--- src/include/drac_mem_settings.svh ---
// ----------------------------------------
// widths, memory depth, cache latency and
// IO window reset bounds for the memory subsystem
// ----------------------------------------
`ifndef DRAC_MEM_SETTINGS_SVH
`define DRAC_MEM_SETTINGS_SVH

// datapath
`define DRAC_XLEN 64
`define DRAC_AW 32

// data cache geometry and timing
`define DRAC_MEM_WORDS 256
`define DRAC_DCACHE_LAT 2   // accept to response, in cycles

// io window, both bounds inclusive
`define DRAC_IO_BASE_RST 32'h0000_8000
`define DRAC_IO_LIMIT_RST 32'h0000_80FF

`endif

--- src/verilog/drac_mem_pkg.sv ---
// ----------------------------------------
// bus, operation and command types for the memory stage
// ----------------------------------------
`default_nettype none

`include "drac_mem_settings.svh"

package drac_mem_pkg;

    typedef logic [`DRAC_XLEN-1:0] bus64_t;
    typedef logic [`DRAC_AW-1:0]   addr_t;
    typedef logic [4:0]            reg_t;
    typedef logic [2:0]            mem_fmt_t;   // funct3, bit 2 set means unsigned

    typedef enum logic [1:0] {MEM_LOAD, MEM_STORE, MEM_AMO} mem_op_t;

    typedef enum logic [3:0] {
        AMO_SWAP, AMO_ADD, AMO_XOR, AMO_AND, AMO_OR,
        AMO_MIN, AMO_MAX, AMO_MINU, AMO_MAXU
    } amo_op_t;

    // cache command codes
    typedef enum logic [4:0] {
        CMD_LD   = 5'b00000,
        CMD_ST   = 5'b00001,
        CMD_SWAP = 5'b00100,
        CMD_ADD  = 5'b01000,
        CMD_XOR  = 5'b01001,
        CMD_OR   = 5'b01010,
        CMD_AND  = 5'b01011,
        CMD_MIN  = 5'b01100,
        CMD_MAX  = 5'b01101,
        CMD_MINU = 5'b01110,
        CMD_MAXU = 5'b01111
    } dcache_cmd_t;

    typedef enum logic [1:0] {ST_IDLE, ST_REQ, ST_WAIT} mem_state_t;

    typedef struct packed {
        mem_op_t  op;
        amo_op_t  amo;
        mem_fmt_t fmt;
        reg_t     rd;
        bus64_t   rs1;
        bus64_t   rs2;
        bus64_t   imm;
    } mem_instr_t;

    typedef struct packed {
        dcache_cmd_t cmd;
        addr_t       addr;
        mem_fmt_t    fmt;
        bus64_t      data;
        logic        io;   // address falls in the io window
    } dcache_req_t;

    typedef struct packed {
        logic   valid;
        bus64_t data;
        logic   xcpt_ma;
    } dcache_resp_t;

endpackage

`default_nettype wire

--- src/verilog/mem_cfg_regs.sv ---
// ----------------------------------------
// io window base and limit registers, io address decode
// ----------------------------------------
`default_nettype none

`include "drac_mem_settings.svh"

module mem_cfg_regs (
    input  logic                  clk_i,
    input  logic                  rstn_i,
    input  logic                  cfg_we_i,
    input  logic                  cfg_sel_i,   // 0 base, 1 limit
    input  drac_mem_pkg::addr_t   cfg_wdata_i,
    input  drac_mem_pkg::addr_t   addr_i,
    output logic                  io_hit_o
);

    import drac_mem_pkg::*;

    addr_t io_base_q;
    addr_t io_limit_q;

    // ----------------------------------------
    // window registers
    // ----------------------------------------
    always_ff @(posedge clk_i, negedge rstn_i) begin
        if (!rstn_i) begin
            io_base_q  <= `DRAC_IO_BASE_RST;
            io_limit_q <= `DRAC_IO_LIMIT_RST;
        end else if (cfg_we_i) begin
            if (cfg_sel_i) io_limit_q <= cfg_wdata_i;
            else           io_base_q  <= cfg_wdata_i;
        end
    end

    // inclusive on both ends
    assign io_hit_o = (addr_i >= io_base_q) && (addr_i <= io_limit_q);

endmodule

`default_nettype wire

--- config.mk ---
export PLATFORM = sky130hd
export DESIGN_NAME = mem_cfg_regs
export DESIGN_NICKNAME = d
export VERILOG_FILES = /design/src/verilog/drac_mem_pkg.sv /design/src/verilog/mem_cfg_regs.sv
export VERILOG_INCLUDE_DIRS = /design/src /design/src/include
export SDC_FILE = /design/constraint.sdc
export NUM_CORES = 1
export LEC_CHECK = 0
export ABC_AREA = 0
export BUFFER_PORTS_ARGS = -buffer_cell sky130_fd_sc_hd__buf_2
export CAP_MARGIN = 20
export CORE_MARGIN = 8
export CORE_UTILIZATION = 50
export CTS_BUF_LIST = sky130_fd_sc_hd__clkbuf_8
export DETAILED_ROUTE_END_ITERATION = 10
export HOLD_SLACK_MARGIN = 0.06
export PLACE_DENSITY = 0.72
export SLEW_MARGIN = 10
export SYNTH_ARGS = -nofsm -noshare
export SYNTH_HDL_FRONTEND = slang
export SYNTH_SLANG_ARGS = --single-unit
--- constraint.sdc ---
create_clock -name clk_i -period 2 [get_ports clk_i]
set_input_delay 0.3 -clock clk_i [delete_from_list [all_inputs] [get_ports clk_i]]
set_output_delay 0.3 -clock clk_i [all_outputs]
set_load 0.03 [all_outputs]
==> summary.txt <==
STA
  – Hold slack: 0.184 ns
  – F_max: 356 MHz
  – Final-report hold violation count: 0
  – Slew @ Worst Pin: 0.598 ns
  – Count of final setup violators: 1
  – Fin Setup TNS: -0.811 ns
  – Slew margin rel.: 60.1%
  – Slew Viols, Final: 0
  – RSZ-0062 raised after global routing: yes
  – Final Skew: 0 ns
  – Min Tclk post-route: 2.81 ns
  – Final setup margin: -0.811 ns
  – Final Cycle Share: 141%

Global routing
  – Global-route wire length before repair: 15400 um
  – Vias in the first global route: 3540
  – Largest net degree at the start of global routing: 35
  – Total global-route track usage: 17.1%
  – Initial antenna violation count: 1
  – Gr ovfl total: 0

Clocking
  – Clock Root Buffer: clkbuf_8
  – Worst-case clock buffer depth: 2
  – H-tree depth: 3
  – CTS tree: yes
  – Sink Count: 64
  – Inserted Clock Buffers: 9
  – Clk slew on worst S/H paths: 0.07 ns
  – Clk Latency, worst-skew pair: 0.33 ns

Critical path
  – Critical path class: reg2out
  – Worst EP required: 1.70 ns
  – Worst path bufs/invs: 2
  – Crit Path Max Fanout: 2
  – Critical Path Start Type: flip-flop
  – CP delay by family, top: compound AO/OA/AOI/OAI gates
  – Critical path's slowest cell: dfrtp_1
  – Worst stage delay on the critical path: 0.38 ns
  – CP Capture Type: output port
  – Critical path arrival: 2.51 ns
  – CP cell instances: inv_1, ha_4, a21o_1, a221o_1, a2111oi_4, o311ai_2, a211oi_2, buf_4

Routing
  – DRC: 0
  – WL met2: 4390 um
  – Met3 wire length: 459 um
  – Highest routed layer: met5
  – Via density: 5.22
  – WL met1: 3950 um
  – DR iter-0 viols: 62
  – Via count: 3159
  – Final wirelength: 8940 um
  – First-pass DRT Iterations: 4
  – Post-route ant nets: 0
  – DR WL/cell: 14.8 um

Layout
  – Fillcell total: 647
  – Fraction of layout cells with a size suffix above 1: 35.0%
  – Reg area: 1610 um2
  – Multi-input logic area: 2110 um2
  – Util after Layout: 65.6%
  – Fin nets: 630
  – Area delta synth->final: 28.0%
  – Diodes inserted: 0
  – Design area: 5010 um2

Logic synthesis
  – #FFs+latches synth: 64
  – Synth cell types: 32
  – Yosys warnings: 0
  – Mapped Cells: 390
  – Synth Net Count: 522
  – Synthesized cell area: 3920 um2
  – Mean post-synth cell area: 10.0 um2
  – Sequential area share after synthesis: 41.2%

Outcome
  – Failing checks: negative setup slack
  – Status: finished, violations left

Die
  – IO Count: 69
  – Die area: 10900 um2
  – Die width: 105 um
  – Core Region: 7650 um2
  – Starting density of the core: 51.2%
  – Die height: 105 um
  – Rows: 32

Power and ir drop
  – Worst vdd ir: 0.451 mV
  – Final Power: 0.00394 W
  – PD cells: 786 nW/um2
  – Leak: 2.60 nW

Place
  – HPWL after DPL: 6810 um
  – Final Wtd Congestion: 0.850
  – IO buf count: 68
  – Area after DPL: 4710 um2

Job
  – Max-cap violations: 0

Min path
  – Hold Path Class: in2reg
cells in the mapped netlist (all sizes together):
cell | count | share of area [%]
ha | 64 | 20
inv | 63 | 6.0
dfrtp | 54 | 34
nand2 | 42 | 4.0
o21ai | 37 | 4.7
mux2 | 33 | 9.5
a21oi | 16 | 2.0
dfstp | 10 | 6.7
a21o | 9 | 1.7
nand4 | 9 | 1.4
clkbuf | 7 | 0.67
nand3 | 5 | 0.64
nor2 | 5 | 0.48
a211oi | 4 | 0.89
a221o | 4 | 1.0
and4 | 4 | 0.89
a221oi | 3 | 0.67
and2 | 3 | 0.54
buf | 3 | 0.29
nand2b | 3 | 0.48
nor2b | 3 | 0.48
nor3 | 2 | 0.26
a2111oi | 1 | 0.38
and3 | 1 | 0.16
and3b | 1 | 0.22
mux2i | 1 | 0.26
nor4 | 1 | 0.16
o311ai | 1 | 0.22
or3 | 1 | 0.16
worst reg2reg max path, delay by kind of cell (launching register included):
family / cells / cell delay [ns]
buf+inv: 2 / 0.16
flops: 1 / 0.52
compound gates: 1 / 0.15
state kept, by name, indices dropped and copies added, names as in the netlist:
signal	cells
io_base_q	32
io_limit_q	32
metal layers:
layer	track usage, %	up-vias
li1	-	1560
met2	29.1	82
met3	4.52	13
met4	6.93	2
met1	19.8	1502
met5	0	-
timing repair:
item                                   CTS  global route
resized for setup                        4             3
endpoints found under the hold margin   19             0
pin swaps                                1             0
setup buffers                            0             0
hold buffers                             1             0
setup endpoints to repair                1             1
layout by cell type (no fill, tap or decap), types with 2 or more instances in the layout:
cell type,netlist,routed
nand3_1,5,5
clkbuf_8,0,12
nand4_1,9,9
a21oi_1,16,15
buf_12,0,4
buf_2,0,67
nand2_1,42,42
dfstp_2,10,10
o21ai_0,37,37
bufinv_16,0,2
a21o_1,9,9
a211oi_1,3,2
a221oi_1,3,2
a211oi_2,1,2
nor2_1,5,5
mux2_2,33,33
and4_1,4,4
buf_4,0,35
nand2b_1,3,3
ha_1,64,61
ha_4,0,3
nor2b_1,3,2
dfrtp_1,54,54
inv_1,63,64
a221o_1,4,4
through the flow:
| step | setup slack (ns) | cells |
|---|---|---|
| finish | -0.811 | 605 |
| CTS | -0.806 | 605 |
| detailed placement | -0.541 | 588 |
| global route | -0.887 | 605 |
| floorplan | -0.334 | 390 |
| global placement | -0.532 | 588 |
report_power, final:
part / internal (W) / switching, W
Clock: 0.000796 / 0.000490
Sequential: 0.00149 / 0.0000689
Combinational: 0.000554 / 0.000539
Total: 0.00284 / 0.00110
cell type report:
cell class	instances	area share [%]
Sequential cell	64	32.2
Inverter	63	4.72
Tap cell	102	2.55
Clock buffer	12	3.29
Clock inverter	4	1.35
Multi-Input combinational cell	253	42.2
Timing Repair Buffer	107	13.7
final timing paths:
check / from / end / slack (ns) / depth (start not counted)
worst max-delay path: io_limit_q[9]$_DFFE_PN0P_ / io_hit_o / -0.81 / 8
worst min-delay path: cfg_wdata_i[2] / io_base_q[2]$_DFFE_PN0P_ / 0.18 / 3
worst max register to register: io_base_q[15]$_DFFE_PN1P_ / io_base_q[15]$_DFFE_PN1P_ / 1.10 / 3
worst min register to register: io_limit_q[29]$_DFFE_PN0P_ / io_limit_q[29]$_DFFE_PN0P_ / 0.51 / 1
max in group asynchronous: rstn_i / io_limit_q[15]$_DFFE_PN1P_ / 0.89 / 3
min in group asynchronous: rstn_i / io_base_q[21]$_DFFE_PN0P_ / 0.50 / 2
kinds of logic after synthesis:
kind of cell,synth area share [%]
simple gates,9.93
compound gates,11.7
buf+inv,6.99
fa+ha+maj,20.4
flops,41.2
mux,9.74
(Power assumes the default switching activity.)
