<file path="src/include/drac_mem_settings.svh">
// ----------------------------------------
// widths, memory depth, cache latency and
// IO window reset bounds for the memory subsystem
// ----------------------------------------
`ifndef DRAC_MEM_SETTINGS_SVH
`define DRAC_MEM_SETTINGS_SVH

// datapath
`define DRAC_XLEN 64
`define DRAC_AW 32

// data cache geometry and timing
`define DRAC_MEM_WORDS 256
`define DRAC_DCACHE_LAT 2   // accept to response, in cycles

// io window, both bounds inclusive
`define DRAC_IO_BASE_RST 32'h0000_8000
`define DRAC_IO_LIMIT_RST 32'h0000_80FF

`endif

</file>
<file path="src/verilog/drac_mem_pkg.sv">
// ----------------------------------------
// bus, operation and command types for the memory stage
// ----------------------------------------
`default_nettype none

`include "drac_mem_settings.svh"

package drac_mem_pkg;

    typedef logic [`DRAC_XLEN-1:0] bus64_t;
    typedef logic [`DRAC_AW-1:0]   addr_t;
    typedef logic [4:0]            reg_t;
    typedef logic [2:0]            mem_fmt_t;   // funct3, bit 2 set means unsigned

    typedef enum logic [1:0] {MEM_LOAD, MEM_STORE, MEM_AMO} mem_op_t;

    typedef enum logic [3:0] {
        AMO_SWAP, AMO_ADD, AMO_XOR, AMO_AND, AMO_OR,
        AMO_MIN, AMO_MAX, AMO_MINU, AMO_MAXU
    } amo_op_t;

    // cache command codes
    typedef enum logic [4:0] {
        CMD_LD   = 5'b00000,
        CMD_ST   = 5'b00001,
        CMD_SWAP = 5'b00100,
        CMD_ADD  = 5'b01000,
        CMD_XOR  = 5'b01001,
        CMD_OR   = 5'b01010,
        CMD_AND  = 5'b01011,
        CMD_MIN  = 5'b01100,
        CMD_MAX  = 5'b01101,
        CMD_MINU = 5'b01110,
        CMD_MAXU = 5'b01111
    } dcache_cmd_t;

    typedef enum logic [1:0] {ST_IDLE, ST_REQ, ST_WAIT} mem_state_t;

    typedef struct packed {
        mem_op_t  op;
        amo_op_t  amo;
        mem_fmt_t fmt;
        reg_t     rd;
        bus64_t   rs1;
        bus64_t   rs2;
        bus64_t   imm;
    } mem_instr_t;

    typedef struct packed {
        dcache_cmd_t cmd;
        addr_t       addr;
        mem_fmt_t    fmt;
        bus64_t      data;
        logic        io;   // address falls in the io window
    } dcache_req_t;

    typedef struct packed {
        logic   valid;
        bus64_t data;
        logic   xcpt_ma;
    } dcache_resp_t;

endpackage

`default_nettype wire

</file>
<file path="src/verilog/mem_unit.sv">
// ----------------------------------------
// memory stage controller with address generation,
// cache command encoding, request FSM and lock
// ----------------------------------------
`default_nettype none

`include "drac_mem_settings.svh"

module mem_unit (
    input  logic                        clk_i,
    input  logic                        rstn_i,
    input  logic                        valid_i,
    input  logic                        kill_i,
    input  drac_mem_pkg::mem_instr_t    instr_i,
    input  logic                        io_hit_i,
    output drac_mem_pkg::addr_t         addr_o,
    output logic                        req_valid_o,
    output drac_mem_pkg::dcache_req_t   req_o,
    input  logic                        req_ready_i,
    input  drac_mem_pkg::dcache_resp_t  resp_i,
    output logic                        ready_o,
    output drac_mem_pkg::bus64_t        data_o,
    output logic                        lock_o,
    output logic                        xcpt_o
);

    import drac_mem_pkg::*;

    mem_state_t  state_q, state_d;
    bus64_t      eff_addr;
    dcache_cmd_t cmd;
    logic        io_store;    // posted, no response comes back
    logic        resp_take;

    // ----------------------------------------
    // address and command
    // ----------------------------------------
    assign eff_addr = (instr_i.op == MEM_AMO) ? instr_i.rs1 : instr_i.rs1 + instr_i.imm;
    assign addr_o   = eff_addr[`DRAC_AW-1:0];
    assign io_store = (instr_i.op == MEM_STORE) && io_hit_i;

    always_comb begin
        case (instr_i.op)
            MEM_STORE: cmd = CMD_ST;
            MEM_AMO: begin
                case (instr_i.amo)
                    AMO_SWAP: cmd = CMD_SWAP;
                    AMO_ADD:  cmd = CMD_ADD;
                    AMO_XOR:  cmd = CMD_XOR;
                    AMO_AND:  cmd = CMD_AND;
                    AMO_OR:   cmd = CMD_OR;
                    AMO_MIN:  cmd = CMD_MIN;
                    AMO_MAX:  cmd = CMD_MAX;
                    AMO_MINU: cmd = CMD_MINU;
                    AMO_MAXU: cmd = CMD_MAXU;
                    default:  cmd = CMD_LD;
                endcase
            end
            default:   cmd = CMD_LD;
        endcase
    end

    always_comb begin
        req_o      = '0;
        req_o.cmd  = cmd;
        req_o.addr = addr_o;
        req_o.fmt  = instr_i.fmt;
        req_o.data = instr_i.rs2;
        req_o.io   = io_hit_i;
    end

    // ----------------------------------------
    // request FSM and lock
    // ----------------------------------------
    always_ff @(posedge clk_i, negedge rstn_i) begin
        if (!rstn_i) state_q <= ST_IDLE;
        else         state_q <= state_d;
    end

    always_comb begin
        state_d     = state_q;
        req_valid_o = 1'b0;
        lock_o      = 1'b0;
        case (state_q)
            ST_IDLE: begin
                req_valid_o = valid_i && !kill_i && req_ready_i;
                lock_o      = valid_i && !kill_i;   // also covers back-pressure
                if (req_valid_o) state_d = ST_REQ;
            end
            ST_REQ: begin
                // io store ends here, short latency may answer here too
                if (kill_i || io_store || resp_i.valid) begin
                    state_d = ST_IDLE;
                end else begin
                    lock_o  = 1'b1;
                    state_d = ST_WAIT;
                end
            end
            ST_WAIT: begin
                if (kill_i || resp_i.valid) state_d = ST_IDLE;
                else                        lock_o  = 1'b1;
            end
            default: state_d = ST_IDLE;
        endcase
    end

    // a response is only taken while an operation is pending,
    // so answers to killed requests land in idle and are dropped
    assign resp_take = resp_i.valid && (state_q != ST_IDLE) && !kill_i;

    assign ready_o = resp_take && !resp_i.xcpt_ma && (instr_i.op != MEM_STORE);
    assign xcpt_o  = resp_take && resp_i.xcpt_ma;
    assign data_o  = resp_i.data;

endmodule

`default_nettype wire
</file>
<file path="config.mk">
export PLATFORM = sky130hd
export DESIGN_NAME = mem_unit
export DESIGN_NICKNAME = d
export VERILOG_FILES = /design/src/verilog/drac_mem_pkg.sv /design/src/verilog/mem_unit.sv
export VERILOG_INCLUDE_DIRS = /design/src /design/src/include
export SDC_FILE = /design/constraint.sdc
export NUM_CORES = 1
export LEC_CHECK = 0
export ABC_AREA = 1
export ABC_CLOCK_PERIOD_IN_PS = 1800
export BUFFER_PORTS_ARGS = -buffer_cell sky130_fd_sc_hd__clkbuf_2
export CORE_AREA = 3 3 184 186
export CTS_BUF_LIST = sky130_fd_sc_hd__clkbuf_16
export DETAILED_ROUTE_END_ITERATION = 10
export DIE_AREA = 0 0 187 189
export SLEW_MARGIN = 20
export SYNTH_ARGS = -nofsm -noshare
export SYNTH_HDL_FRONTEND = slang
export SYNTH_SLANG_ARGS = --single-unit
</file>
<file path="constraint.sdc">
create_clock -name clk_i -period 1.8 [get_ports clk_i]
set_input_delay 0.09 -clock clk_i [delete_from_list [all_inputs] [get_ports clk_i]]
set_output_delay 0.09 -clock clk_i [all_outputs]
set_load 0.005 [all_outputs]
</file>
==> run_results.csv <==
group,metric,value,unit
synth,netlist_area,4265,µm²
grt,globalRouteMet2Util,16.83,%
synth,synthCells,801,
placement,dp.cells,1283,
drt,vias_per_cell,3.634,
power_and_ir_drop,p_leak,3.260,nW
synth,synth_largest_area_cell,"buf_4",
setup_path,cp.required,1.71,ns
timing,clock_skew,0.002376,ns
power_and_ir_drop,p_total,2.459,mW
synth,netlist_top_cells_area,"buf_4 29%, nand2_1 25%, inv_1 11%, ha_1 11%, nand3_1 5.9%",
synth,yosys.area.top_type_share,29.04,%
layout,top_register,"state_q",
synth,synth_common_cells,"284 x nand2_1, 165 x buf_4, 124 x inv_1, 50 x nand3_1, 47 x nor2_1",
floorplan,core,32450,µm²
power_and_ir_drop,power-per-cell-area,412.2,nW/µm²
power_and_ir_drop,vdd_drop_max,254.3,µV
clocking,cts_max_level,1,
synth,yosysMostFrequentCell,"nand2_1",
clocking,numCtsBuffers,3,
floorplan,die_y,189,µm
clocking,cts_buffer_depth,2,
timing,fin_crit_sh,99.80,%
layout,final_core_util,18.39,%
status,status,"finished clean",
timing,drv_slew,0,
synth,synth_fp_nets,1117,
setup_path,slowest_delay,0.37,ns
grt,busiest_layer,"met2",
layout,n_antenna_cell,0,
clocking,cts_tree,"built",
setup_path,worstPathArrival,1.71,ns
clocking,worst_skew_pair.late_latency,0.22,ns
flow_run,cap_violations,0,
layout,fin_nets,1172,
floorplan,io_pins,483,
timing,max_freq,0.5567,GHz
synth,seq_area_frac_synth,1.173,%
grt,met3_usage,1.777,%
placement,gp_congestion,0.8755,
layout,multi_input_area,3402,µm²
placement,io_buffer_count,150,
synth,yosysUniqueCellTypes,29,
grt,grt-ovfl-total,0,
grt,use_met1,9.471,%
setup_path,crit_path_end_kind,"primary output",
drt,drtIter0Drc,195,
clocking,numClockSinks,2,
clocking,clk_pin_slew,0.03,ns
setup_path,cp-start-kind,"input pin",
layout,largest_reg_flops,2,
synth,ys_warn_count,0,
setup_path,r2r_slack,0.97,ns
floorplan,die-area,35340,µm²
synth,synthArstFlopShare,100.0,%
drt,antenna_left,0,
floorplan,die_w,187,µm
grt,grt_max_degree,45,
drt,drc_errors,0,
drt,post_drt_wl_per_cell,13.22,µm
grt,grt.total_usage,8.929,%
layout,ff_latch_area,50.05,µm²
clocking,root_buffer,"clkbuf_16",
timing,period_minus_slack,1.796,ns
synth,ys_seq_elements,2,
floorplan,num_rows,66,
layout,final_cell_count_no_fill,1296,
timing,rsz0062_at_grt,"yes",
synth,synthFlopType,"dfrtp_1",
setup_path,cp_slowest_cell,"fa_2",
setup_path,path_max_fanout,3,
synth,syn_area_per_cell,5.325,µm²
layout,fill_cells,3717,
layout,area.growth.synth_to_final,39.89,%
timing,setup_violations,0,
grt,grt_pass1_vias,4742,
layout,drive_above_1_share,46.49,%
layout,biggestRegsByFlops,"state_q: 2 flops",
grt,antenna_found_initial,3,
drt,dr.pass1.iters,4,
placement,hpwlAfterDp,14570,µm
drt,vias,4710,
min_path,hold_path_class,"input pin to flop",
grt,grt_pass1_wl,24880,µm
setup_path,path_cells,"buf_8 > ha_4 > fa_2 > buf_6 > nand2_4 > nand3_4 > nand2_4 > nand2_8 > xnor2_2 > o21ai_1 > buf_4 > buf_6",
setup_path,worstSetupPathType,"input pin to primary output",
floorplan,start_util,13.14,%
drt,wl,17130,µm
synth,synth_edf_count,0,
timing,final_hold_viol_count,0,
[through the flow]
step / area (µm²) / setup slack [ns] / setup TNS, ns / hold slack, ns
global placement: 4807 / -0.3937 / -6.745 / -0.1236
finish: 5967 / 0.003662 / 0 / 0.09790
CTS: 5294 / -0.03499 / -0.3034 / 0.09295
detailed placement: 4807 / -0.4381 / -7.608 / -0.1239
floorplan: 4265 / 0.06599 / 0 / -0.2056
global route: 5967 / -0.06346 / -0.7079 / 0.1408
[cell families (layout without fill, tap and decap cells)]
kind of cell | Yosys count | after routing | share of synthesized area (%)
flip-flops | 2 | 2 | 1.173
AND/OR/NAND/NOR | 405 | 405 | 38.57
buffers and inverters | 296 | 349 | 40.63
XOR/XNOR | 11 | 11 | 2.259
other | 1 | 1 | 0.08792
AO/OA/AOI/OAI | 48 | 48 | 5.955
adder cells (fa/ha/maj) | 38 | 38 | 11.32
[placed cells by master, fill, tap and decap left out, types with 2 or more instances in the layout]
cell / n
nand3b_1: 4
nor2_2: 14
o21ai_0: 7
ha_4: 22
nor3_2: 2
inv_4: 3
buf_12: 3
xnor2_1: 5
ha_2: 6
ha_1: 9
nand2_2: 50
dfrtp_1: 2
buf_6: 10
buf_4: 64
nand3_1: 33
inv_2: 6
nand2_1: 218
nor3_4: 2
nor2_1: 26
clkbuf_2: 139
nand2_4: 19
or2_2: 4
buf_8: 3
nand4_1: 3
buf_2: 2
o21ai_2: 3
o21bai_1: 3
xnor2_2: 5
a21oi_1: 20
nand3_4: 7
inv_1: 115
clkbuf_16: 3
o21ai_1: 3
nand3_2: 11
a21oi_2: 8
nor2_4: 8
[critical path, delay by kind of cell]
family | cells | cell delay (ns)
fa+ha+maj | 2 | 0.52
buf+inv | 4 | 0.49
simple gates | 4 | 0.34
xor+xnor | 1 | 0.13
compound gates | 1 | 0.13
[layout make-up]
class	count	share of cell area (%)
clock buffers	3	1.258
flip-flops and latches	2	0.8388
repair buffers	222	23.69
inverters	124	7.926
well taps	442	9.268
multi-input cells	503	57.01
[path summary, 6_finish.rpt]
kind                                        startpoint                     end  cells after the start
worst max-delay path                      instr_i[128]              addr_o[14]                     12
worst min-delay path                       req_ready_i  state_q[0]$_DFFE_PN0P_                      3
worst max register to register  state_q[1]$_DFFE_PN0P_  state_q[1]$_DFFE_PN0P_                      3
worst min register to register  state_q[0]$_DFFE_PN0P_  state_q[0]$_DFFE_PN0P_                      3
max in group asynchronous                       rstn_i  state_q[1]$_DFFE_PN0P_                      2
min in group asynchronous                       rstn_i  state_q[0]$_DFFE_PN0P_                      2
[where the power goes]
| group | total (mW) | switching (mW) | leakage, nW | internal (mW) |
|---|---|---|---|---|
| registers | 0.0476 | 0.000897 | 0.0274 | 0.0467 |
| logic | 2.08 | 1.12 | 3.20 | 0.962 |
| clock network | 0.334 | 0.0513 | 0.0370 | 0.283 |
| total | 2.46 | 1.17 | 3.26 | 1.29 |
[repair_timing]
item | in CTS | in global routing
pin swaps | 15 | 60
hold buffers | 1 | 0
endpoints found under the setup margin | 52 | 54
buffers inserted | 3 | 7
resized for setup | 68 | 169
hold endpoints to repair | 2 | 0
[per-layer routing]
metal,routed length [µm],share of wire [%]
met5,38,0.22
met2,8699,51
met3,961,5.6
met1,6543,38
met4,891,5.2
(Power assumes the default switching activity.)
